## src/hdl/sine_fixed_pkg.sv

```systemverilog
// Fixed-point number format, sine coefficients and phase constants; import wherever angles are handled
`default_nettype none

package sine_fixed_pkg;

	// 27-bit two's complement words with 8 fraction bits
	localparam int WORD_W = 27;
	localparam int FRAC_W = 8;
	localparam int PROD_W = 2 * WORD_W;

	// parabolic approximation coefficients, scaled by 2**FRAC_W
	localparam int COEF_K1 = 326;
	localparam int COEF_K2 = 104;
	localparam int COEF_K3 = 58;

	// pi and 2*pi in the same scale
	localparam int PI_Q = 804;
	localparam int TWO_PI_Q = 1608;

	// enabled cycles through one rounded multiply and through the sine pipeline
	localparam int MULT_LATENCY = 2;
	localparam int SINE_LATENCY = 12;

	typedef logic signed [WORD_W-1:0] fixed_t;
	typedef logic signed [PROD_W-1:0] prod_t;

	// half-up on the first dropped bit, then keep the word above the fraction
	function automatic fixed_t round_product(input prod_t p);
		fixed_t r;
		r = fixed_t'(p[WORD_W+FRAC_W-1:FRAC_W] + p[FRAC_W-1]);
		return r;
	endfunction

endpackage

`default_nettype wire
```

## src/hdl/sine_stream_pkg.sv

```systemverilog
// Sample and output record types plus buffer sizing; import where samples move between blocks
`default_nettype none

package sine_stream_pkg;

	// buffer between accumulator and sine pipeline
	localparam int FIFO_DEPTH = 8;
	localparam int FIFO_PTR_W = $clog2(FIFO_DEPTH);

	// one angle headed for the sine pipeline
	typedef struct packed {
		sine_fixed_pkg::fixed_t angle;
	} phase_sample_t;

	// result record, angle kept alongside its sine
	typedef struct packed {
		sine_fixed_pkg::fixed_t angle;
		sine_fixed_pkg::fixed_t sin;
	} sine_out_t;

endpackage

`default_nettype wire

```

## src/hdl/sample_fifo.sv

```systemverilog
// Show-ahead circular buffer that carries angle samples from the accumulator to the sine pipeline
`timescale 1ns/1ps
`default_nettype none

module sample_fifo (
	input  logic                           clk,
	input  logic                           rst_n,
	input  logic                           push,
	input  sine_stream_pkg::phase_sample_t push_data,
	output logic                           full,
	input  logic                           take,
	output sine_stream_pkg::phase_sample_t head,
	output logic                           empty
);

	import sine_stream_pkg::*;

	phase_sample_t         mem [FIFO_DEPTH];
	logic [FIFO_PTR_W-1:0] wr_ptr;
	logic [FIFO_PTR_W-1:0] rd_ptr;
	logic [FIFO_PTR_W:0]   count;
	logic                  do_write;
	logic                  do_read;

	assign full  = (count == (FIFO_PTR_W + 1)'(FIFO_DEPTH));
	assign empty = (count == '0);

	// oldest entry always on the output
	assign head = mem[rd_ptr];

	assign do_write = push & ~full;
	assign do_read  = take & ~empty;

	// storage only, no reset
	always_ff @(posedge clk) begin
		if (do_write) begin
			mem[wr_ptr] <= push_data;
		end
	end

	// depth is a power of two, pointers wrap on their own
	always_ff @(posedge clk) begin
		if (!rst_n) begin
			wr_ptr <= '0;
			rd_ptr <= '0;
			count  <= '0;
		end else begin
			if (do_write) begin
				wr_ptr <= wr_ptr + 1'b1;
			end
			if (do_read) begin
				rd_ptr <= rd_ptr + 1'b1;
			end
			// simultaneous push and pop leaves the count alone
			if (do_write && !do_read) begin
				count <= count + 1'b1;
			end else if (do_read && !do_write) begin
				count <= count - 1'b1;
			end
		end
	end

endmodule

`default_nettype wire

```

## config.mk

```make
export PLATFORM = sky130hd
export DESIGN_NAME = sample_fifo
export DESIGN_NICKNAME = d
export VERILOG_FILES = /design/src/hdl/sine_fixed_pkg.sv /design/src/hdl/sine_stream_pkg.sv /design/src/hdl/sample_fifo.sv
export SDC_FILE = /design/constraint.sdc
export NUM_CORES = 1
export LEC_CHECK = 0
export ABC_CLOCK_PERIOD_IN_PS = 4059
export BUFFER_PORTS_ARGS = -buffer_cell sky130_fd_sc_hd__buf_2
export CORE_ASPECT_RATIO = 1.75
export CORE_MARGIN = 3
export CORE_UTILIZATION = 35
export CTS_BUF_LIST = sky130_fd_sc_hd__clkbuf_8
export CTS_CLUSTER_DIAMETER = 60
export DETAILED_ROUTE_END_ITERATION = 8
export PLACE_DENSITY = 0.63
export RECOVER_POWER = 50
export SLEW_MARGIN = 20
export SYNTH_ARGS = -nofsm -noshare
export SYNTH_HDL_FRONTEND = slang
export SYNTH_SLANG_ARGS = --single-unit
```

## constraint.sdc

```tcl
create_clock -name clk -period 4.06 [get_ports clk]
set_clock_uncertainty 0.05 [all_clocks]
set_input_delay 1.015 -clock clk [delete_from_list [all_inputs] [get_ports clk]]
set_output_delay 1.015 -clock clk [all_outputs]
set_load 0.1 [all_outputs]
```

==> summary.md <==
| Metric | Value |
|---|---|
| Fin crit share | 93.9% |
| Multi-input logic area | 2130 um^2 |
| Core area | 25,400 um^2 |
| EDFF count, synth | 216 |
| Area grow syn2layout | 13.4% |
| Layout cells sized above 1 | 26.3% |
| Share of the yosys chip area belonging to registers | 74.4% |
| Max cap viols | 0 |
| CP Data Required Time | 2.99 ns |
| Routed len/inst | 21.0 um |
| Final WS setup | 0.247 ns |
| Mean Syn Cell Area | 23.6 um^2 |
| Switch Pwr | 0.00264 W |
| # rows | 77 |
| Max Clk Rate | 262 MHz |
| Core Util, Final | 40.4% |
| Synth cell count leaders | edfxtp_1, mux4_1, mux2_2 |
| Final Critical Period | 3.81 ns |
| Tightest Pin Transition | 0.994 ns |
| Fill cell count | 2,277 |
| Logic pwr share | 34.7% |
| Tot GR Track Use | 12.5% |
| Iteration-0 DRC Markers | 242 |
| First-pass GRT wire length | 26,300 um |
| Register cell area after layout | 6750 um^2 |
| Flop2flop setup slack | 1.08 ns |
| CTS root buffer | clkbuf_8 |
| R2R cell count | 10 |
| Final-report setup violation count | 0 |
| Worst-Skew Late Latency | 0.56 ns |
| Cell with the most instances after synthesis | edfxtp_1 |
| I/O pins | 60 |
| Worst rel slew slack | 32.8% |
| Dpl hpwl | 10,300 um |
| Status | complete, no violations |
| Switch share | 38.2% |
| Vias/cell | 5.03 |
| Cell Area, Synth | 9070 um^2 |
| Total CTS buffers | 30 |
| RR Startpoint | count[1]$_SDFFE_PN0P_ |
| Dominant synthesized flop cell | edfxtp_1 |
| Pre-Repair DR Iteration Count | 4 |
| Biggest area consumer among synthesized cells | edfxtp_1 |
| Fin nets | 514 |
| CTS resizes | 0 |
| Synthesized flop and latch total | 229 |
| Min-Delay Startpoint | count[3]$_SDFFE_PN0P_ |
| Critical path type | flip-flop to output port |
| Die Span Y | 219 um |
| Syn Inst Count | 385 |
| Leakage | 3.37 nW |
| Worst-path maximum fanout | 28 |
| RSZ-0062 raised after global routing | no |
| Global placer's final weighted congestion | 0.719 |
| Pwr Density | 672 nW/um^2 |
| Dominant cells by area after synthesis | edfxtp_1, mux4_1, mux2_2 |
| Vias | 4,120 |
| Maximum vdd drop | 0.270 mV |
| Yosys cell types | 30 |
| Pins Over Slew Limit | 0 |
| Placed insts | 761 |
| Place WS | 0.766 ns |
| Yosys warnings | 0 |
| Syn Nets | 422 |
| Internal | 0.00427 W |
| Critical Path End Type | output port |
| R2r endpoint | count[3]$_SDFFE_PN0P_ |
| Initial antenna violation count | 0 |
| Crit start category | flip-flop |
| Tot Pwr | 0.00691 W |
| # Post-CTS Setup Buffers | 0 |
| Vias in the first global route | 4,498 |
| Post-synth top area share | 71.5% |
| Endpoint, Worst Hold | count[3]$_SDFFE_PN0P_ |
| # port buffers | 59 |
| Setup TNS Final | 0 ns |
| Ys async rst share | 0% |
| Width of the die | 128 um |
| Initial core utilization | 35.7% |
| Final Non-Filler Cells | 819 |
| Number of H-tree levels | 1 |
| Clock Tree Buf Depth | 3 |
| Hold Crit Depth | 2 |
| WP data arrival | 2.75 ns |
| Sink Count | 229 |
| DRC viols | 0 |
| Post-Route WL | 17,200 um |
| DRT antenna net count | 0 |
| DIE AREA | 28,000 um^2 |
| Remaining Overflow, GRT | 0 |
| Reg clk slew, reported paths | 0.07 ns |
| CTS tree | built |
| Hold WC Path Type | flip-flop to flip-flop |
| Hold Vio Cnt, Final | 0 |
| Seq pwr share | 42.3% |
| Pin count of the biggest net entering global routing | 29 |
| Hold_buf cts | 0 |
| Clk pwr share | 22.9% |
==> worst max-delay path, stage by stage (launching register included) <==
cell	delay, ns
dfxtp_4	0.66
buf_4	0.35
mux4_1	0.59
mux2_2	0.29
buf_2	0.29
==> power by group through the flow <==
stage	sequential (W)	clock [W]	combinational, W
2_1_floorplan	0.00288	0	0.00214
3_3_place_gp	0.00298	0	0.00242
3_5_place_dp	0.00300	0	0.00245
4_1_cts	0.00294	0.00165	0.00246
5_1_grt	0.00295	0.00176	0.00252
6_report	0.00293	0.00159	0.00240
==> flip-flops by register name (all words and copies together) (netlist names), named ones only <==
name    flops
mem       216
wr_ptr      3
count       4
rd_ptr      3
==> final cells by class <==
type	count	share of cell area, %
Timing Repair Buffer	77	4.15
Clock buffer	31	4.15
Inverter	4	0.146
Antenna cell	2	0.0486
Clock inverter	25	1.30
Multi-Input combinational cell	135	20.7
Sequential cell	229	65.6
Tap cell	316	3.84
==> cell usage in the layout (no fill, tap or decap), drive strengths merged, types with 2 or more instances in the layout <==
| cell type | count |
|---|---|
| buf | 48 |
| xnor2 | 5 |
| inv | 12 |
| and2 | 7 |
| edfxtp | 216 |
| mux4 | 54 |
| nor3 | 4 |
| nand3 | 2 |
| mux2 | 27 |
| dfxtp | 13 |
| diode | 2 |
| mux2i | 3 |
| clkinv | 15 |
| nand2b | 3 |
| nand2 | 7 |
| nor4 | 2 |
| ha | 5 |
| clkbuf | 60 |
| nor2 | 5 |
| nor2b | 2 |
==> worst max path at each step <==
stage                         start  slack, ns  cells after the start                   to
after CTS                 flip-flop       0.15                      4             head[26]
after floorplan                push       0.43                      4  mem[4][0]$_DFFE_PP_
after detailed placement  flip-flop       0.77                      4             head[26]
after global placement    flip-flop       0.79                      4             head[26]
after global routing      flip-flop       0.10                      4             head[25]
final                     flip-flop       0.25                      4             head[26]
==> kinds of logic (layout without fill, tap and decap cells) <==
| group | count (synthesis) | after routing | share of synthesized area (%) |
|---|---|---|---|
| DFF | 229 | 229 | 74.4 |
| xor gates and xnor gates | 6 | 6 | 0.579 |
| adders and majority gates | 6 | 6 | 0.911 |
| buffers and inverters | 21 | 137 | 2.36 |
| other | 0 | 2 | 0 |
| muxes | 84 | 84 | 19.1 |
| AOI/OAI and AO/OA | 6 | 6 | 0.648 |
| and+or+nand+nor | 33 | 33 | 2.03 |
==> layer usage <==
layer,part of all wire (%),track usage [%],vias up
met3,3.9,2.02,20
met4,2.2,4.89,0
met2,55,22.9,84
met1,39,14.6,2179
li1,-,-,1837
met5,0,0,-
==> metrics by stage <==
| stage | cell area (um^2) | hold WS (ns) |
|---|---|---|
| floorplan | 9080 | 0.456 |
| global placement | 9800 | 0.468 |
| detailed placement | 9800 | 0.495 |
| CTS | 10400 | 0.507 |
| global route | 10300 | 0.530 |
| finish | 10300 | 0.471 |
Power figures use the tool's default switching activity.
