**src/hdl/sine_fixed_pkg.sv**
```systemverilog
// Fixed-point number format, sine coefficients and phase constants; import wherever angles are handled
`default_nettype none

package sine_fixed_pkg;

	// 27-bit two's complement words with 8 fraction bits
	localparam int WORD_W = 27;
	localparam int FRAC_W = 8;
	localparam int PROD_W = 2 * WORD_W;

	// parabolic approximation coefficients, scaled by 2**FRAC_W
	localparam int COEF_K1 = 326;
	localparam int COEF_K2 = 104;
	localparam int COEF_K3 = 58;

	// pi and 2*pi in the same scale
	localparam int PI_Q = 804;
	localparam int TWO_PI_Q = 1608;

	// enabled cycles through one rounded multiply and through the sine pipeline
	localparam int MULT_LATENCY = 2;
	localparam int SINE_LATENCY = 12;

	typedef logic signed [WORD_W-1:0] fixed_t;
	typedef logic signed [PROD_W-1:0] prod_t;

	// half-up on the first dropped bit, then keep the word above the fraction
	function automatic fixed_t round_product(input prod_t p);
		fixed_t r;
		r = fixed_t'(p[WORD_W+FRAC_W-1:FRAC_W] + p[FRAC_W-1]);
		return r;
	endfunction

endpackage

`default_nettype wire
```
**src/hdl/sine_stream_pkg.sv**
```systemverilog
// Sample and output record types plus buffer sizing; import where samples move between blocks
`default_nettype none

package sine_stream_pkg;

	// buffer between accumulator and sine pipeline
	localparam int FIFO_DEPTH = 8;
	localparam int FIFO_PTR_W = $clog2(FIFO_DEPTH);

	// one angle headed for the sine pipeline
	typedef struct packed {
		sine_fixed_pkg::fixed_t angle;
	} phase_sample_t;

	// result record, angle kept alongside its sine
	typedef struct packed {
		sine_fixed_pkg::fixed_t angle;
		sine_fixed_pkg::fixed_t sin;
	} sine_out_t;

endpackage

`default_nettype wire

```
**src/hdl/sine_pipe.sv**
```systemverilog
// Stallable pipeline computing the two-step parabolic sine approximation of buffered angles
`timescale 1ns/1ps
`default_nettype none

module sine_pipe (
	input  logic                           clk,
	input  logic                           rst_n,
	input  logic                           hold,
	input  sine_stream_pkg::phase_sample_t head,
	input  logic                           empty,
	output logic                           take,
	output sine_stream_pkg::sine_out_t     out,
	output logic                           out_valid
);

	import sine_fixed_pkg::*;
	import sine_stream_pkg::*;

	logic en;

	// angle delay line, index k holds the angle k edges after capture
	fixed_t ang_d [SINE_LATENCY];
	logic [SINE_LATENCY:0] vld;

	fixed_t x_sq;
	fixed_t k1x;
	fixed_t k1x_d [MULT_LATENCY];
	fixed_t k2x2;
	fixed_t est;
	fixed_t est_d [2*MULT_LATENCY+2];
	fixed_t est_sq;
	fixed_t est_norm;
	fixed_t diff;
	fixed_t k3p;
	sine_out_t out_q;

	// one enable freezes every stage
	assign en   = ~hold;
	assign take = ~hold & ~empty;

	// edges 1-2
	round_mult sq_x (
		.clk(clk), .rst_n(rst_n), .en(en),
		.a(ang_d[0]), .b(ang_d[0]), .product(x_sq)
	);

	round_mult k1_x (
		.clk(clk), .rst_n(rst_n), .en(en),
		.a(ang_d[0]), .b(fixed_t'(COEF_K1)), .product(k1x)
	);

	// edges 3-4
	round_mult k2_x2 (
		.clk(clk), .rst_n(rst_n), .en(en),
		.a(x_sq), .b(fixed_t'(COEF_K2)), .product(k2x2)
	);

	// edges 6-7
	round_mult sq_est (
		.clk(clk), .rst_n(rst_n), .en(en),
		.a(est), .b(est), .product(est_sq)
	);

	// edges 10-11
	round_mult k3_diff (
		.clk(clk), .rst_n(rst_n), .en(en),
		.a(diff), .b(fixed_t'(COEF_K3)), .product(k3p)
	);

	// valid bits are the only control state here
	always_ff @(posedge clk) begin
		if (!rst_n) begin
			vld <= '0;
		end else if (en) begin
			vld <= {vld[SINE_LATENCY-1:0], ~empty};
		end
	end

	always_ff @(posedge clk) begin
		if (en) begin
			// capture the buffer head on the take edge
			ang_d[0] <= head.angle;
			for (int k = 1; k < SINE_LATENCY; k++) begin
				ang_d[k] <= ang_d[k-1];
			end

			// k1*x waits for k2*x^2
			k1x_d[0] <= k1x;
			for (int k = 1; k < MULT_LATENCY; k++) begin
				k1x_d[k] <= k1x_d[k-1];
			end

			// edge 5, x*|x| folded into the add/subtract choice
			if (ang_d[4][WORD_W-1]) begin
				est <= k1x_d[MULT_LATENCY-1] + k2x2;
			end else begin
				est <= k1x_d[MULT_LATENCY-1] - k2x2;
			end

			// est kept for the sign, the difference and the final sum
			est_d[0] <= est;
			for (int k = 1; k < 2*MULT_LATENCY+2; k++) begin
				est_d[k] <= est_d[k-1];
			end

			// edge 8, est*|est|
			est_norm <= est_d[1][WORD_W-1] ? -est_sq : est_sq;

			// edge 9
			diff <= est_norm - est_d[2];

			// edge 12, refined sine next to its angle
			out_q.angle <= ang_d[SINE_LATENCY-1];
			out_q.sin   <= k3p + est_d[2*MULT_LATENCY+1];
		end
	end

	assign out = out_q;

	// a held result shows again once hold drops and is consumed on that enabled edge
	assign out_valid = vld[SINE_LATENCY] & ~hold;

endmodule

`default_nettype wire

```
**src/hdl/round_mult.sv**
```systemverilog
// Two-stage signed fixed-point multiplier with half-up rounding, stalled by its enable
`timescale 1ns/1ps
`default_nettype none

module round_mult (
	input  logic                   clk,
	input  logic                   rst_n,
	input  logic                   en,
	input  sine_fixed_pkg::fixed_t a,
	input  sine_fixed_pkg::fixed_t b,
	output sine_fixed_pkg::fixed_t product
);

	import sine_fixed_pkg::*;

	prod_t full_q;

	// first stage keeps the whole signed product
	always_ff @(posedge clk) begin
		if (!rst_n) begin
			full_q <= '0;
		end else if (en) begin
			full_q <= a * b;
		end
	end

	// second stage rounds back to the word format
	always_ff @(posedge clk) begin
		if (!rst_n) begin
			product <= '0;
		end else if (en) begin
			product <= round_product(full_q);
		end
	end

endmodule

`default_nettype wire

```
**config.mk**
```make
export PLATFORM = sky130hd
export DESIGN_NAME = sine_pipe
export DESIGN_NICKNAME = d
export VERILOG_FILES = /design/src/hdl/sine_fixed_pkg.sv /design/src/hdl/sine_stream_pkg.sv /design/src/hdl/sine_pipe.sv /design/src/hdl/round_mult.sv
export SDC_FILE = /design/constraint.sdc
export NUM_CORES = 2
export LEC_CHECK = 0
export ABC_AREA = 1
export ABC_CLOCK_PERIOD_IN_PS = 13300
export BUFFER_PORTS_ARGS = -buffer_cell sky130_fd_sc_hd__buf_2
export CAP_MARGIN = 10
export CORE_ASPECT_RATIO = 1.75
export CORE_MARGIN = 5
export CORE_UTILIZATION = 55
export DETAILED_ROUTE_END_ITERATION = 12
export PLACE_DENSITY = 0.71
export SETUP_SLACK_MARGIN = 0.2
export SYNTH_ARGS = -nofsm -noshare
export SYNTH_HDL_FRONTEND = slang
export SYNTH_SLANG_ARGS = --single-unit
export TNS_END_PERCENT = 10
```
**constraint.sdc**
```tcl
create_clock -name clk -period 13.3 [get_ports clk]
set_clock_uncertainty 0.2 [all_clocks]
set_input_delay 2.66 -clock clk [delete_from_list [all_inputs] [get_ports clk]]
set_output_delay 2.66 -clock clk [all_outputs]
set_load 0.03 [all_outputs]
```
==> impl_results.md <==
- Slew of the pin with the lowest slew margin: 1.20 ns
- Crit Path Max Fanout: 18
- Antenna viol nets, final: 0
- First-pass GRT wire length: 342000 um
- Cts repair resizes: 0
- CP arrival: 7.73 ns
- GRT overflow: 0
- Clk root buf: clkbuf_16
- Fin crit period: 7.34 ns
- Fraction of layout cells with a size suffix above 1: under 10%
- GRT Total Usage: 26.4%
- CTS buffer count: 92
- Crit path kind: reg2reg
- CTS tree: built
- Nets: 11200
- Final Util: 59.0%
- Max_cap viols: 0
- Fin. max-slew vios: 0
- Synth area leaders: edfxtp_1 24%, fa_1 23%, ha_1 11%
- Initial DRT Pass Iterations: 8
- Crit path buf inv count: 8
- FILL cells: 13400
- Area leader, netlist: edfxtp_1
- Synth Flop Type: edfxtp_1
- Hold Violations, Final: 0
- CP peak stage delay: 0.65 ns
- HP Class: reg2reg
- Critical path's slowest cell: edfxtp_1
- Startpoint types: flip-flop
- Num rows: 191
- R2R Setup Slk: a little under 6 ns
- Setup violations, final: 0
- Worst setup endpoint: sq_x.full_q[32]
- CTS Buffer Depth: 3
- Initial core utilization: 55.3%
- Gpl congestion: 0.980
- H-tree lvl count: 3
- Rel. slew slack: 20.2%
- Final cell count without fillers: 11500
- Worst Setup SP: ang_d[0][10]
- Final HPWL DP: 171000 um
- YS warnings: 0
- Clock Pin Slew Worst Setup and Hold Paths: about 0.07 ns
- Starting DRT DRC Count: 3638
- Vias in the first global route: 66500
- Crit. End Element: flip-flop
- Top cell type's share of synthesized area: 23.7%
- Total number of vias: 61400
- EDFF count, synth: a little under 700
- Chip Width: 308 um
- Clock sink total: 962
- Vias per cell: ~5.3
- Seq cells post-synth: 962
- Area delta synth->final: 6.85%
- Setup TNS: 0 ns
- Worst skew pair latency: 0.75 ns
- Synth cell types: 67
- Die ar.: 164000 um2
- Capture point of the worst reg-to-reg path: sq_x.full_q[32]
- Syn_nets: roughly 11000
- Delay-heaviest family, CP: adder cells
- Worst reg2reg path startpoint: ang_d[0][10]
- Initial antenna violation count: 4
- Hold buffers post-CTS: 0
- Port Buffers: 86
- R2R depth: 25
- Per-cell routed wire length: 18.6 um
- Core area: 155000 um2
- Boundary Pins: 87
- Async SR Flop Fraction: 0%
- Routed wire length: 214000 um
- Placed cells: 11400
- Fmax: around 140 MHz
- Die Ht: 531 um
- Syn avg cell area: 9.10 um2
- Worst EP required: 13.69 ns
- RSZ-0062 raised after global routing: false
- Pin count of the biggest net entering global routing: 202
- Cells after synthesis: 9394
- Worst path depth: 25
- Period Utilization, post-route: between 50% and 60%
- DRC Markers: 0
- Cell Area, Synth: 85400 um2
- Status: completed
- Sequential share of the synthesized area: 30.4%
- Setup bufs post-CTS: 0
==> kinds of logic after synthesis <==
family          after synthesis  synth area share (%)
simple gates               2556                  12.2
xor+xnor                    362                  3.73
flops                       962                  30.4
compound gates             1206                  8.06
fa+ha+maj                  1752                  34.3
buf+inv                    2556                  11.3
==> synthesized netlist by cell type (5+ instances only) <==
cell / instances
o211ai_1: 49
a221oi_1: 10
a211oi_1: 13
a21boi_1: 6
fa_1: 984
nor3_2: 7
a31oi_1: 28
inv_2: 21
edfxtp_1: 675
nand3_2: 5
o21a_1: 16
o31ai_1: 11
nor4_1: 20
o21bai_2: 5
nand3b_1: 10
buf_1: 13
nand4_1: 53
a21boi_0: 11
nand2_2: 8
a31o_2: 5
nor2_1: 711
a21oi_1: 474
or2_2: 15
clkbuf_1: 167
o21bai_1: 33
nor3_1: 53
o21ai_0: 378
o21ai_1: 58
or2_1: 10
inv_1: 2323
a21o_1: 57
ha_1: 768
dfxtp_1: 287
buf_4: 9
o221ai_1: 14
xor2_1: 265
nand3_1: 232
o21ai_2: 12
nand2_1: 1416
a21oi_2: 9
buf_2: 20
xnor2_1: 95
==> per-layer routing <==
metal  routed length [um]  share of wire, %  global-route usage, %
met4                19400               9.1                   19.1
met3                 8230               3.8                   2.91
met5                   20            0.0093                      0
met2               116000                54                   50.5
met1                70300                33                   25.9
==> stage by stage <==
step	cell area, um2	setup slack, ns	hold slack, ns
3_5_place_dp	88100	6.08	0.205
4_1_cts	91300	5.99	0.154
6_report	91300	5.96	0.173
5_1_grt	91300	5.51	0.165
2_1_floorplan	85400	0.920	0.200
3_3_place_gp	88100	6.10	0.200
==> layout make-up <==
type	count	area [um2]	area share (%)
well taps	2026	2530	2.78
multi-input cells	5876	49800	54.5
diodes	3	7.51	0.00822
flip-flops and latches	962	26000	28.5
inverters	2346	8820	9.66
repair buffers	154	975	1.07
clock inverters	58	679	0.744
clock buffers	115	2500	2.74
==> worst min path at each step <==
| stage | start | endpoint | slack (ns) | depth (start not counted) |
|---|---|---|---|---|
| global placement | ang_d[7][13] | ang_d[8][13] | 0.20 | 0 |
| global route | ang_d[4][3] | ang_d[5][3] | 0.16 | 0 |
| CTS | ang_d[4][24] | ang_d[5][24] | 0.15 | 0 |
| finish | ang_d[4][24] | ang_d[5][24] | 0.17 | 0 |
| floorplan | ang_d[9][0] | ang_d[10][0] | 0.20 | 0 |
| detailed placement | ang_d[9][24] | ang_d[10][24] | 0.20 | 0 |
==> flip-flops by register name (all words and copies together) (netlist names), 28 cells and up <==
register / flops
ang_d: 324
est_d: 162
k1_x.full_q: 28
k1x_d: 54
k2_x2.full_q: 28
out: 54
sq_est.full_q: 28
sq_x.full_q: 28
==> placed cells by master (no fill, tap or decap), types with 9 or more instances in the layout <==
cell	count
o21ai_2	12
a211oi_1	13
clkbuf_1	15
clkinv_1	10
o211ai_1	49
buf_2	84
nand3b_1	10
o21a_1	16
dfxtp_1	287
xnor2_1	95
a31oi_1	28
a21oi_1	474
clkinv_2	15
nor3_1	53
o21bai_1	33
clkbuf_16	95
or2_1	10
a21oi_2	9
xor2_1	265
or2_2	15
nor2_1	711
fa_1	984
a221oi_1	10
nand4_1	53
ha_1	768
a21o_1	57
nand3_1	232
inv_1	2321
inv_2	21
nand2_1	1416
buf_4	67
o31ai_1	11
edfxtp_1	675
o21ai_1	58
nor4_1	20
o21ai_0	378
o221ai_1	14
a21boi_0	11
Power is not shown: default switching activity piles up to over one toggle a cycle in this logic, so the estimate is an artifact.
