--- src/hdl/sine_fixed_pkg.sv ---
// Fixed-point number format, sine coefficients and phase constants; import wherever angles are handled
`default_nettype none

package sine_fixed_pkg;

	// 27-bit two's complement words with 8 fraction bits
	localparam int WORD_W = 27;
	localparam int FRAC_W = 8;
	localparam int PROD_W = 2 * WORD_W;

	// parabolic approximation coefficients, scaled by 2**FRAC_W
	localparam int COEF_K1 = 326;
	localparam int COEF_K2 = 104;
	localparam int COEF_K3 = 58;

	// pi and 2*pi in the same scale
	localparam int PI_Q = 804;
	localparam int TWO_PI_Q = 1608;

	// enabled cycles through one rounded multiply and through the sine pipeline
	localparam int MULT_LATENCY = 2;
	localparam int SINE_LATENCY = 12;

	typedef logic signed [WORD_W-1:0] fixed_t;
	typedef logic signed [PROD_W-1:0] prod_t;

	// half-up on the first dropped bit, then keep the word above the fraction
	function automatic fixed_t round_product(input prod_t p);
		fixed_t r;
		r = fixed_t'(p[WORD_W+FRAC_W-1:FRAC_W] + p[FRAC_W-1]);
		return r;
	endfunction

endpackage

`default_nettype wire
--- src/hdl/sine_stream_pkg.sv ---
// Sample and output record types plus buffer sizing; import where samples move between blocks
`default_nettype none

package sine_stream_pkg;

	// buffer between accumulator and sine pipeline
	localparam int FIFO_DEPTH = 8;
	localparam int FIFO_PTR_W = $clog2(FIFO_DEPTH);

	// one angle headed for the sine pipeline
	typedef struct packed {
		sine_fixed_pkg::fixed_t angle;
	} phase_sample_t;

	// result record, angle kept alongside its sine
	typedef struct packed {
		sine_fixed_pkg::fixed_t angle;
		sine_fixed_pkg::fixed_t sin;
	} sine_out_t;

endpackage

`default_nettype wire

--- src/hdl/phase_accum.sv ---
// Phase accumulator that emits one wrapped angle per cycle into the sample buffer while run allows
`timescale 1ns/1ps
`default_nettype none

module phase_accum (
	input  logic                           clk,
	input  logic                           rst_n,
	input  logic                           step_load,
	input  sine_fixed_pkg::fixed_t         step,
	input  logic                           run,
	input  logic                           full,
	output logic                           push,
	output sine_stream_pkg::phase_sample_t sample
);

	import sine_fixed_pkg::*;

	fixed_t step_q;
	fixed_t phase;
	fixed_t phase_sum;
	fixed_t phase_next;

	// produce whenever running and the buffer has room
	assign push = run & ~full;

	// current phase goes out, the update lands on the same edge
	assign sample.angle = phase;

	// step stays below pi so one subtraction is enough to wrap
	always_comb begin
		phase_sum = phase + step_q;
		if (phase_sum >= fixed_t'(PI_Q)) begin
			phase_next = phase_sum - fixed_t'(TWO_PI_Q);
		end else begin
			phase_next = phase_sum;
		end
	end

	always_ff @(posedge clk) begin
		if (!rst_n) begin
			step_q <= '0;
			phase  <= '0;
		end else if (step_load) begin
			// new increment, restart from zero
			step_q <= step;
			phase  <= '0;
		end else if (push) begin
			phase <= phase_next;
		end
	end

endmodule

`default_nettype wire

--- config.mk ---
export PLATFORM = sky130hd
export DESIGN_NAME = phase_accum
export DESIGN_NICKNAME = d
export VERILOG_FILES = /design/src/hdl/sine_fixed_pkg.sv /design/src/hdl/sine_stream_pkg.sv /design/src/hdl/phase_accum.sv
export SDC_FILE = /design/constraint.sdc
export NUM_CORES = 1
export LEC_CHECK = 0
export BUFFER_PORTS_ARGS = -buffer_cell sky130_fd_sc_hd__buf_2
export CAP_MARGIN = 20
export CORE_MARGIN = 2
export CORE_UTILIZATION = 40
export DETAILED_ROUTE_END_ITERATION = 8
export HOLD_SLACK_MARGIN = 0.02
export SYNTH_ARGS = -nofsm -noshare
export SYNTH_HDL_FRONTEND = slang
export SYNTH_SLANG_ARGS = --single-unit
--- constraint.sdc ---
create_clock -name clk -period 7.1 [get_ports clk]
set_input_delay 0.355 -clock clk [delete_from_list [all_inputs] [get_ports clk]]
set_output_delay 0.355 -clock clk [all_outputs]
set_load 0.01 [all_outputs]
==> impl_metrics.sql, run 1 <==
INSERT INTO impl_metrics (metric_group, metric, value, unit) VALUES
('logic_synthesis', 'postSynthCellCount', '520', ''),
('setup_path', 'startpoint_type', 'flop', ''),
('logic_synthesis', 'number_of_nets_produced_by_synthesis', '580', ''),
('timing', 'report.final.setup_viol', '0', ''),
('place', 'post-dp-hpwl', '9.072', 'mm'),
('setup_path', 'timing.critical_path.fanout_max', '17', ''),
('setup_path', 'critical_path.reg2reg.startpoint', 'sample[0]', ''),
('logic_synthesis', 'synth_async_sr_flop_share', '0', '%'),
('hold_path', 'hold_path_end', 'step_q[20]', ''),
('logic_synthesis', 'ys_top_cells_by_count', 'sky130_fd_sc_hd__a21oi_1 (54), sky130_fd_sc_hd__dfxtp_1 (54), sky130_fd_sc_hd__nand2_1 (43)', ''),
('grt', 'grt_usage', '20.79', '%'),
('clock_tree', 'tritoncts.num_buffers', '5', ''),
('timing', 'worstMarginPinSlew', '0.9639', 'ns'),
('logic_synthesis', 'yosys_most_used_dff', 'sky130_fd_sc_hd__dfxtp_1', ''),
('floorplanning', 'fp.coreArea', '10320', 'um^2'),
('logic_synthesis', 'netlist.area_leader.share', '25.31', '%'),
('detailed_routing', 'wl_per_cell', '17.12', 'um'),
('logic_synthesis', 'synth_seq_area_share', '25.31', '%'),
('hold_path', 'kind_of_path_behind_the_tightest_hold_check', 'in2reg', ''),
('logic_synthesis', 'synthDistinctLibCells', '75', ''),
('status', 'status', 'finished, final reports clean', ''),
('logic_synthesis', 'yosys_register_bits', '54', ''),
('floorplanning', 'floorplan.rows', '37', ''),
('floorplanning', 'dieWidth', '107.3', 'um'),
('final_layout', 'final_layout_size_suffix_gt1_share', '16.88', '%'),
('timing', 'post-route-min-period', '3.909', 'ns'),
('final_layout', 'insertedDiodeCount', '0', ''),
('clock_tree', 'cts_setup_buffers', '0', ''),
('detailed_routing', 'wirelength', '11.86', 'mm'),
('detailed_routing', 'dr_vias', '3998', ''),
('timing', 'finClkSkew', '0.01013', 'ns'),
('grt', 'grt_max_degree', '30', ''),
('timing', 'hold_violations', '0', ''),
('clock_tree', 'cts_buffer_depth', '2', ''),
('floorplanning', 'die_y', '107.3', 'um'),
('clock_tree', 'clk-insertion-delay-late', '0.32', 'ns'),
('setup_path', 'criticalPathCategory', 'reg2reg', ''),
('grt', 'grt_pass1_wl', '19.02', 'mm'),
('detailed_routing', 'drcViolationCount', '0', ''),
('timing', 'highest_attainable_clock_frequency', '255.8', 'MHz'),
('clock_tree', 'level_count_of_the_clock_h_tree', '2', ''),
('timing', 'totalNegativeSetupSlack', '0', 'ns'),
('logic_synthesis', 'netlist.top_cell.by_area', 'sky130_fd_sc_hd__dfxtp_1', ''),
('setup_path', 'arrival', '4.17', 'ns'),
('timing', 'final_max_slew_viol_count', '0', ''),
('clock_tree', 'cts_repair_resize_count', '0', ''),
('clock_tree', 'numClockSinks', '54', ''),
('setup_path', 'reg2reg_setup_slack', '3.19', 'ns'),
('power_and_ir_drop', 'power_density', '162.9', 'nW/um^2'),
('timing', 'max-slew-margin-rel', '35.45', '%'),
('setup_path', 'end_kind', 'flop', ''),
('clock_tree', 'cts.hold.buffers_added', '0', ''),
('place', 'place.port_buffers', '59', ''),
('setup_path', 'cp_data_required_time', '7.36', 'ns'),
('final_layout', 'num-nets-final', '616', ''),
('floorplanning', 'top_ports', '60', ''),
('power_and_ir_drop', 'static-leakage-power', '1.969', 'nW'),
('final_layout', 'n_fill_cell', '1037', ''),
('place', 'dpl_cell_area', '4602', 'um^2'),
('timing', 'final_cycle_share', '55.05', '%'),
('setup_path', 'worstReg2RegEnd', 'sample[4]', ''),
('place', 'dpl.cell_count', '685', ''),
('final_layout', 'area_occupied_by_registers', '1081', 'um^2'),
('final_layout', 'multiInputGateArea', '3025', 'um^2'),
('timing', 'rsz_0062_raised_after_global_routing', 'false', ''),
('job', 'max_cap_violations', '0', ''),
('logic_synthesis', 'ys.warnings.count', '0', ''),
('hold_path', 'hold_start', 'step[20]', ''),
('logic_synthesis', 'synth.area.top_cells', 'sky130_fd_sc_hd__dfxtp_1 (25%), sky130_fd_sc_hd__ha_1 (7.9%), sky130_fd_sc_hd__mux2i_1 (6.6%)', ''),
('grt', 'vias_in_the_first_global_route', '3864', ''),
('detailed_routing', 'dr.first_iter.drc_count', '236', '');
[metrics by stage]
stage          total power (W)  setup WS [ns]  utilization, %  hold WS, ns
2_1_floorplan        0.0005132          3.756               -       0.4853
3_3_place_gp         0.0005646          3.327           44.58       0.4583
3_5_place_dp         0.0005662          3.264           44.58       0.4796
4_1_cts              0.0007745          3.234           45.64       0.2716
5_1_grt              0.0008102          2.999           45.64       0.2902
6_report             0.0007676          3.191           45.64       0.2843
[registers in the layout (all words and copies together) (netlist names)]
signal	cells
sample	27
step_q	27
[cell usage in the layout, fill, tap and decap left out, types with 8 or more instances in the layout]
| cell | instances |
|---|---|
| sky130_fd_sc_hd__nand3_1 | 12 |
| sky130_fd_sc_hd__o21ai_0 | 38 |
| sky130_fd_sc_hd__a21oi_1 | 54 |
| sky130_fd_sc_hd__nand4_1 | 11 |
| sky130_fd_sc_hd__mux2i_1 | 28 |
| sky130_fd_sc_hd__xor2_1 | 19 |
| sky130_fd_sc_hd__nor3_1 | 13 |
| sky130_fd_sc_hd__a21o_1 | 10 |
| sky130_fd_sc_hd__dfxtp_1 | 54 |
| sky130_fd_sc_hd__xnor2_1 | 19 |
| sky130_fd_sc_hd__nor2_1 | 21 |
| sky130_fd_sc_hd__nor2b_1 | 27 |
| sky130_fd_sc_hd__clkbuf_8 | 8 |
| sky130_fd_sc_hd__a31oi_1 | 8 |
| sky130_fd_sc_hd__buf_2 | 59 |
| sky130_fd_sc_hd__a211oi_1 | 10 |
| sky130_fd_sc_hd__ha_1 | 27 |
| sky130_fd_sc_hd__nand2_1 | 43 |
[worst max-delay path by stage]
stage / from / endpoint
2_1_floorplan: sample[0] / sample[21]
3_3_place_gp: sample[0] / sample[4]
3_5_place_dp: sample[0] / sample[4]
4_1_cts: sample[0] / sample[4]
5_1_grt: sample[0] / sample[4]
6_report: sample[0] / sample[4]
[critical path, cell delays in order (launching register included)]
cell	delay, ns
sky130_fd_sc_hd__dfxtp_1	0.34
sky130_fd_sc_hd__ha_1	0.22
sky130_fd_sc_hd__fa_1	0.41
sky130_fd_sc_hd__a21o_1	0.22
sky130_fd_sc_hd__a221o_2	0.44
sky130_fd_sc_hd__a21oi_4	0.21
sky130_fd_sc_hd__xor2_2	0.20
sky130_fd_sc_hd__o21a_2	0.22
sky130_fd_sc_hd__o2111ai_2	0.15
sky130_fd_sc_hd__nor3_4	0.70
sky130_fd_sc_hd__a21oi_2	0.24
sky130_fd_sc_hd__mux2_4	0.36
sky130_fd_sc_hd__a21oi_2	0.13
[final cells by class]
type                       count  share of cell area, %
clock buffer                   8                  2.337
inverter                       6                 0.4780
multi-input combinational    429                  64.21
sequential                    54                  22.94
tap                          136                  3.611
timing repair buffer          60                  6.426
[logic make-up (layout without fill, tap and decap cells)]
group                      Yosys count  after routing  share of synthesized area [%]
buffers and inverters               37             74                          3.897
AOI/OAI and AO/OA                  169            169                          26.37
DFF                                 54             54                          25.32
xor gates and xnor gates            40             40                          8.556
muxes                               29             29                          6.915
and+or+nand+nor                    163            163                          20.57
adders and majority gates           28             28                          8.380
[per-layer routing]
| metal | routed length (um) | vias up | global-route usage (%) |
|---|---|---|---|
| met2 | 5455 | 100 | 34.67 |
| met5 | 0 | - | 0 |
| met3 | 478 | 13 | 3.027 |
| li1 | - | 1994 | - |
| met4 | 202 | 0 | 6.494 |
| met1 | 5726 | 1891 | 27.67 |
[where the power goes]
group	internal [W]	switching, W	total, W
registers	0.000317	0.00000952	0.000327
logic	0.0000928	0.000142	0.000235
clock network	0.0000988	0.000107	0.000206
total	0.000509	0.000259	0.000768
Note: power is estimated with default switching activity, not from simulation.
==> inputs of run 2 (changes only) <==
==> constraint.sdc (replaced) <==
create_clock -name clk -period 3.75 [get_ports clk]
set_input_delay 0.1875 -clock clk [delete_from_list [all_inputs] [get_ports clk]]
set_output_delay 0.1875 -clock clk [all_outputs]
set_load 0.01 [all_outputs]
==> run 2 against run 1 <==
  * Clock-buffer cell count down 2
  * Power is 97% higher
  * Final cell count is 2.6% higher
  * Die area is the same
  * Combinational power grew 110%
  * Setup slack worse by 3.1 ns
  * Critical path type unchanged
  * Highest routed layer unchanged
==> impl_metrics.sql, run 2 (same netlist as run 1, synthesis figures left out) <==
INSERT INTO impl_metrics (metric_group, metric, value, unit) VALUES
('status', 'status', 'finished, final reports clean', ''),
('final_layout', 'layout.cells.non_filler', '711', ''),
('final_layout', 'final_layout_size_suffix_gt1_share', '20.87', '%'),
('power_and_ir_drop', 'power_density', '305.9', 'nW/um^2'),
('final_layout', 'insertedDiodeCount', '0', ''),
('hold_path', 'kind_of_path_behind_the_tightest_hold_check', 'in2reg', ''),
('final_layout', 'mostFrequentLayoutCells', 'sky130_fd_sc_hd__buf_2 (59), sky130_fd_sc_hd__a21oi_1 (54), sky130_fd_sc_hd__dfxtp_1 (54)', ''),
('floorplanning', 'fp.coreArea', '10320', 'um^2'),
('floorplanning', 'floorplan.rows', '37', ''),
('timing', 'worstMarginPinSlew', '1.085', 'ns'),
('place', 'dpl_cell_area', '4707', 'um^2'),
('setup_path', 'startpoint_type', 'flop', ''),
('grt', 'grt_usage', '20.69', '%'),
('setup_path', 'criticalPathCategory', 'reg2reg', ''),
('timing', 'max-slew-margin-rel', '27.37', '%'),
('detailed_routing', 'avgViaCountPerCell', '5.845', ''),
('final_layout', 'num-nets-final', '634', ''),
('timing', 'report.final.setup_viol', '0', ''),
('grt', 'total_global_routing_overflow', '0', ''),
('setup_path', 'crit_chain', 'ha_1 -> fa_1 -> a21o_1 -> a221o_2 -> a21oi_1 -> nand2_1 -> a31oi_2 -> xor2_2 -> and4_4 -> a21oi_2 -> mux2_4 -> a21oi_2', ''),
('setup_path', 'crit_top_cell', 'sky130_fd_sc_hd__a21oi_2', ''),
('final_layout', 'layout_commonest_cell', 'sky130_fd_sc_hd__buf_2', ''),
('floorplanning', 'full_die_area', '11520', 'um^2'),
('detailed_routing', 'dr_vias', '4156', ''),
('timing', 'post-route-min-period', '3.614', 'ns'),
('job', 'max_cap_violations', '0', ''),
('setup_path', 'timing.critical_path.fanout_max', '7', ''),
('clock_tree', 'level_count_of_the_clock_h_tree', '2', ''),
('clock_tree', 'cts.hold.buffers_added', '0', ''),
('clock_tree', 'cts-root-buf', 'sky130_fd_sc_hd__clkbuf_8', ''),
('detailed_routing', 'dr.pass1.iters', '5', ''),
('setup_path', 'reg2reg_setup_slack', '0.14', 'ns'),
('timing', 'final_max_slew_viol_count', '0', ''),
('detailed_routing', 'wl_per_cell', '17.08', 'um'),
('timing', 'finClkSkew', '0.01203', 'ns'),
('detailed_routing', 'wirelength', '12.15', 'mm'),
('clock_tree', 'clk-insertion-delay-late', '0.32', 'ns'),
('final_layout', 'multiInputGateArea', '3127', 'um^2'),
('grt', 'vias_in_the_first_global_route', '3861', ''),
('floorplanning', 'dieWidth', '107.3', 'um'),
('timing', 'hold_violations', '0', ''),
('power_and_ir_drop', 'static-leakage-power', '2.061', 'nW'),
('final_layout', 'area_occupied_by_registers', '1081', 'um^2'),
('detailed_routing', 'route.antenna.remaining_nets', '0', ''),
('place', 'post-place-ws', '0.1276', 'ns'),
('final_layout', 'finalInstanceArea', '4941', 'um^2'),
('clock_tree', 'cts_tree', 'done', ''),
('setup_path', 'critical_path.max_stage_delay', '0.44', 'ns'),
('setup_path', 'end_kind', 'flop', ''),
('setup_path', 'cp_data_required_time', '4.00', 'ns'),
('place', 'dpl.cell_count', '699', ''),
('clock_tree', 'numClockSinks', '54', ''),
('timing', 'worst_slack', '0.1359', 'ns'),
('clock_tree', 'path_clk_slew', '0.11', 'ns'),
('detailed_routing', 'drcViolationCount', '0', ''),
('timing', 'highest_attainable_clock_frequency', '276.7', 'MHz'),
('place', 'gp_congestion', '0.8820', ''),
('clock_tree', 'cts_buffer_depth', '2', ''),
('floorplanning', 'initial_core_util', '41.36', '%'),
('setup_path', 'arrival', '3.87', 'ns'),
('timing', 'final_cycle_share', '96.38', '%'),
('floorplanning', 'top_ports', '60', ''),
('final_layout', 'areaGrowthSynthToFinish', '15.70', '%'),
('setup_path', 'critPathSlowestCell', 'sky130_fd_sc_hd__a221o_2', ''),
('grt', 'grt_pass1_wl', '19.15', 'mm'),
('clock_tree', 'tritoncts.num_buffers', '5', ''),
('timing', 'hold-worst-slack', '0.1179', 'ns'),
('grt', 'antenna_violations_before_repair', '0', ''),
('final_layout', 'finalCoreUtilization', '47.86', '%'),
('detailed_routing', 'dr.first_iter.drc_count', '338', ''),
('power_and_ir_drop', 'max-vdd-ir-drop', '0.1623', 'mV'),
('place', 'place.port_buffers', '59', ''),
('floorplanning', 'die_y', '107.3', 'um'),
('final_layout', 'n_fill_cell', '1020', ''),
('timing', 'rsz_0062_raised_after_global_routing', 'true', ''),
('place', 'post-dp-hpwl', '8.971', 'mm'),
('grt', 'grt_max_degree', '38', '');
[run 2: changes by cell type in the layout (fill, tap and decap cells not counted), moves of 3 or more]
cell | before | now
sky130_fd_sc_hd__buf_4 | 1 | 18
sky130_fd_sc_hd__xor2_2 | 1 | 5
sky130_fd_sc_hd__xor2_1 | 19 | 15
sky130_fd_sc_hd__clkbuf_8 | 8 | 5
[run 2: per-layer routing]
layer / vias to the layer above / wire (um) / track usage [%]
met2: 131 / 5407 / 33.23
met5: - / 0 / 0
met4: 0 / 216 / 5.380
li1: 2028 / - / -
met1: 1977 / 5940 / 29.04
met3: 20 / 580 / 2.906
[run 2: worst paths after layout]
kind | startpoint | end | cells past startpoint
hold / removal | step[25] | step_q[25] | 3
setup reg to reg | sample[0] | sample[4] | 12
hold reg to reg | sample[21] | sample[21] | 2
setup / recovery | sample[0] | sample[4] | 12
[run 2: repair_timing]
item | 4_1_cts | 5_1_grt
buffers inserted | 0 | 3
resized for setup | 0 | 12
setup endpoints to repair | 0 | 21
[run 2: area by class of cell]
type / instances / area share, %
well taps: 136 / 3.444
multi-input cells: 430 / 63.28
clock inverters: 2 / 0.7597
flip-flops and latches: 54 / 21.88
repair buffers: 77 / 8.711
clock buffers: 6 / 1.469
inverters: 6 / 0.4558
[run 2: stage by stage]
| step | power (W) | TNS (ns) |
|---|---|---|
| 2_1_floorplan | 0.0009716 | 0 |
| 3_3_place_gp | 0.001082 | 0 |
| 3_5_place_dp | 0.001088 | 0 |
| 4_1_cts | 0.001496 | 0 |
| 5_1_grt | 0.001592 | -0.01982 |
| 6_report | 0.001511 | 0 |
[run 2: where the power goes]
group / leakage [nW] / switching [W] / internal [W]
registers: 0.442 / 0.0000181 / 0.000600
clock network: 0.0514 / 0.000204 / 0.000200
logic: 1.57 / 0.000289 / 0.000200
[run 2: critical path: cells and delay by family, from the launching register on]
family | cells | cell delay (ns)
AO/OA/AOI/OAI | 6 | 1.36
adder cells (fa/ha/maj) | 2 | 0.64
AND/OR/NAND/NOR | 2 | 0.52
flip-flops | 1 | 0.35
XOR/XNOR | 1 | 0.33
multiplexers | 1 | 0.33
==> inputs of run 3 (changes only) <==
--- a/config.mk
+++ b/config.mk
@@ -7,7 +7,6 @@
 export LEC_CHECK = 0
 export BUFFER_PORTS_ARGS = -buffer_cell sky130_fd_sc_hd__buf_2
 export CAP_MARGIN = 20
-export CORE_MARGIN = 2
 export CORE_UTILIZATION = 40
 export DETAILED_ROUTE_END_ITERATION = 8
 export HOLD_SLACK_MARGIN = 0.02
==> run 3 against run 2 <==
  * Flip-flop and latch count unchanged
  * Clock-buffer cell count is 2 higher
  * Sequential share of layout area is essentially flat
  * Utilization hardly changed
  * Critical endpoint is now sample[8]
  * Routed wire length rose by 1.4%
==> impl_metrics.sql, run 3 (same netlist as run 1, synthesis figures left out) <==
INSERT INTO impl_metrics (metric_group, metric, value, unit) VALUES
('grt', 'grt_use_met2', '37.36', '%'),
('timing', 'final_max_slew_viol_count', '0', ''),
('power_and_ir_drop', 'net-switching-power', '0.0005102', 'W'),
('clock_tree', 'clk-insertion-delay-late', '0.31', 'ns'),
('job', 'max_cap_violations', '0', ''),
('clock_tree', 'cts.hold.buffers_added', '0', ''),
('floorplanning', 'die_y', '105.3', 'um'),
('grt', 'grt.busiest_layer', 'met2', ''),
('detailed_routing', 'wirelength', '12.31', 'mm'),
('setup_path', 'reg2reg_setup_slack', '0.12', 'ns'),
('power_and_ir_drop', 'fraction_of_power_spent_switching_nets', '33.92', '%'),
('final_layout', 'areaGrowthSynthToFinish', '15.79', '%'),
('detailed_routing', 'wl_per_cell', '17.24', 'um'),
('grt', 'antenna_violations_before_repair', '0', ''),
('detailed_routing', 'dr_vias', '4111', ''),
('grt', 'grt_pass1_wl', '19.78', 'mm'),
('power_and_ir_drop', 'power.combinational.fraction', '32.9', '%'),
('setup_path', 'critPathSlowestCell', 'sky130_fd_sc_hd__a221o_2', ''),
('hold_path', 'hold_path_depth', '3', ''),
('grt', 'use_met1', '29.46', '%'),
('setup_path', 'critical_path.top_delay_family', 'compound AO/OA/AOI/OAI gates', ''),
('detailed_routing', 'route.antenna.remaining_nets', '0', ''),
('place', 'post-dp-hpwl', '9.250', 'mm'),
('grt', 'grt_usage', '22.28', '%'),
('final_layout', 'num-nets-final', '637', ''),
('final_layout', 'mostFrequentLayoutCells', 'sky130_fd_sc_hd__buf_2 (59), sky130_fd_sc_hd__a21oi_1 (54), sky130_fd_sc_hd__dfxtp_1 (54)', ''),
('clock_tree', 'cts_buffer_depth', '2', ''),
('power_and_ir_drop', 'static-leakage-power', '2.080', 'nW'),
('detailed_routing', 'drcViolationCount', '0', ''),
('timing', 'max-slew-margin-rel', '33.45', '%'),
('timing', 'worstMarginPinSlew', '0.9937', 'ns'),
('setup_path', 'critical_path.reg2reg.startpoint', 'sample[0]', ''),
('setup_path', 'critical_path_depth', '13', ''),
('clock_tree', 'tritoncts.num_buffers', '5', ''),
('power_and_ir_drop', 'power_density', '304.2', 'nW/um^2'),
('clock_tree', 'level_count_of_the_clock_h_tree', '2', ''),
('place', 'place.port_buffers', '59', ''),
('setup_path', 'criticalPathCategory', 'reg2reg', ''),
('timing', 'report.final.setup_viol', '0', ''),
('setup_path', 'crit_chain', 'ha_1 -> fa_1 -> a21o_1 -> a221o_2 -> a21oi_1 -> nand2_1 -> a31oi_1 -> xor2_2 -> and4_4 -> buf_4 -> a2111oi_2 -> xnor2_1 -> a21oi_1', ''),
('setup_path', 'reg2regPathDepth', '13', ''),
('clock_tree', 'cts-root-buf', 'sky130_fd_sc_hd__clkbuf_8', ''),
('power_and_ir_drop', 'cell_internal_pwr', '0.0009938', 'W'),
('floorplanning', 'top_ports', '60', ''),
('setup_path', 'timing.critical_path.fanout_max', '7', ''),
('setup_path', 'cp_data_required_time', '3.95', 'ns'),
('power_and_ir_drop', 'max-vdd-ir-drop', '0.1650', 'mV'),
('setup_path', 'arrival', '3.83', 'ns'),
('grt', 'grt_max_degree', '32', ''),
('timing', 'post-route-min-period', '3.627', 'ns'),
('grt', 'total_global_routing_overflow', '0', ''),
('floorplanning', 'initial_core_util', '41.36', '%'),
('power_and_ir_drop', 'seqPwrFrac', '41.2', '%'),
('final_layout', 'final_layout_size_suffix_gt1_share', '21.45', '%'),
('timing', 'hold_violations', '0', ''),
('grt', 'vias_in_the_first_global_route', '3947', ''),
('floorplanning', 'full_die_area', '11090', 'um^2'),
('final_layout', 'n_fill_cell', '1033', ''),
('timing', 'highest_attainable_clock_frequency', '275.7', 'MHz'),
('setup_path', 'timing.critical_path.to', 'sample[8]', ''),
('place', 'post-place-ws', '0.1291', 'ns'),
('setup_path', 'critPathLaunch', 'sample[0]', ''),
('power_and_ir_drop', 'clock_network_power_share', '25.9', '%'),
('clock_tree', 'cts_tree', 'done', ''),
('setup_path', 'end_kind', 'flop', ''),
('setup_path', 'critical_path.max_stage_delay', '0.45', 'ns'),
('timing', 'worst_slack', '0.1230', 'ns'),
('floorplanning', 'floorplan.rows', '37', ''),
('place', 'dpl.cell_count', '701', ''),
('timing', 'rsz_0062_raised_after_global_routing', 'true', ''),
('detailed_routing', 'avgViaCountPerCell', '5.758', ''),
('status', 'status', 'finished, final reports clean', ''),
('clock_tree', 'path_clk_slew', '0.10', 'ns'),
('detailed_routing', 'dr.pass1.iters', '5', ''),
('setup_path', 'startpoint_type', 'flop', ''),
('floorplanning', 'dieWidth', '105.3', 'um'),
('setup_path', 'path_buf_inv', '1', ''),
('hold_path', 'kind_of_path_behind_the_tightest_hold_check', 'in2reg', ''),
('detailed_routing', 'dr.first_iter.drc_count', '166', ''),
('grt', 'grt_util_met3', '3.092', '%'),
('floorplanning', 'fp.coreArea', '10320', 'um^2'),
('place', 'gp_congestion', '0.8729', ''),
('setup_path', 'worstReg2RegEnd', 'sample[8]', ''),
('clock_tree', 'numClockSinks', '54', ''),
('timing', 'finClkSkew', '0.006142', 'ns'),
('final_layout', 'layout.cells.non_filler', '714', ''),
('timing', 'final_cycle_share', '96.72', '%'),
('final_layout', 'layout_commonest_cell', 'sky130_fd_sc_hd__buf_2', ''),
('final_layout', 'insertedDiodeCount', '0', ''),
('setup_path', 'crit_top_cell', 'sky130_fd_sc_hd__a21oi_1', '');
## run 3: cell types whose count changed in the layout (fill, tap and decap cells not counted), sizes merged
| cell | change |
|---|---|
| bufinv | -1 |
| clkbuf | +2 |
| buf | +3 |
| clkinvlp | -1 |
## run 3: metal layers
layer	share of wire (%)	vias up
li1	-	2039
met1	47	1937
met2	46	112
met3	4.0	23
met4	2.1	0
met5	0	-
## run 3: final cells by class
| class | count | area, um^2 | share of cell area (%) |
|---|---|---|---|
| timing repair buffer | 80 | 456.7 | 9.236 |
| tap | 136 | 170.2 | 3.441 |
| clock buffer | 8 | 110.1 | 2.227 |
| sequential | 54 | 1081 | 21.86 |
| inverter | 6 | 22.52 | 0.4555 |
| multi-input combinational | 430 | 3104 | 62.78 |
## run 3: what timing repair did
action                     in CTS  in global routing
resized for setup               0                 11
setup buffers                   0                  4
setup endpoints to repair       0                 14
## run 3: worst reg2reg max path, cell delays in order, from the launching register on
cell	delay (ns)
sky130_fd_sc_hd__dfxtp_1	0.34
sky130_fd_sc_hd__ha_1	0.22
sky130_fd_sc_hd__fa_1	0.41
sky130_fd_sc_hd__a21o_1	0.22
sky130_fd_sc_hd__a221o_2	0.45
sky130_fd_sc_hd__a21oi_1	0.15
sky130_fd_sc_hd__nand2_1	0.12
sky130_fd_sc_hd__a31oi_1	0.30
sky130_fd_sc_hd__xor2_2	0.18
sky130_fd_sc_hd__and4_4	0.27
sky130_fd_sc_hd__buf_4	0.15
sky130_fd_sc_hd__a2111oi_2	0.39
sky130_fd_sc_hd__xnor2_1	0.20
sky130_fd_sc_hd__a21oi_1	0.09
## run 3: through the flow
step                area [um^2]  hold WS (ns)  power (W)  util, %  TNS (ns)
floorplan                  4270        0.3572  0.0009716        -         0
global placement           4722        0.4450   0.001085    45.74         0
detailed placement         4722        0.4508   0.001092    45.74         0
CTS                        4832        0.1205   0.001485    46.81         0
global route               4945        0.1202   0.001591    47.90   -0.2152
finish                     4945        0.1230   0.001504    47.90         0
## run 3: worst min-delay path by stage
stage	start	endpoint	slack, ns
global placement	step[4]	step_q[4]	0.44
CTS	step[18]	step_q[18]	0.12
detailed placement	step[24]	step_q[24]	0.45
floorplan	step[0]	step_q[0]	0.36
finish	step[14]	step_q[14]	0.12
global route	step[17]	step_q[17]	0.12
## run 3: power by group through the flow
stage	combinational (W)	sequential, W	clock (W)
after global placement	0.000454	0.000631	0
after detailed placement	0.000459	0.000633	0
after global routing	0.000539	0.000623	0.000428
after CTS	0.000462	0.000619	0.000404
final	0.000495	0.000619	0.000390
after floorplan	0.000340	0.000632	0
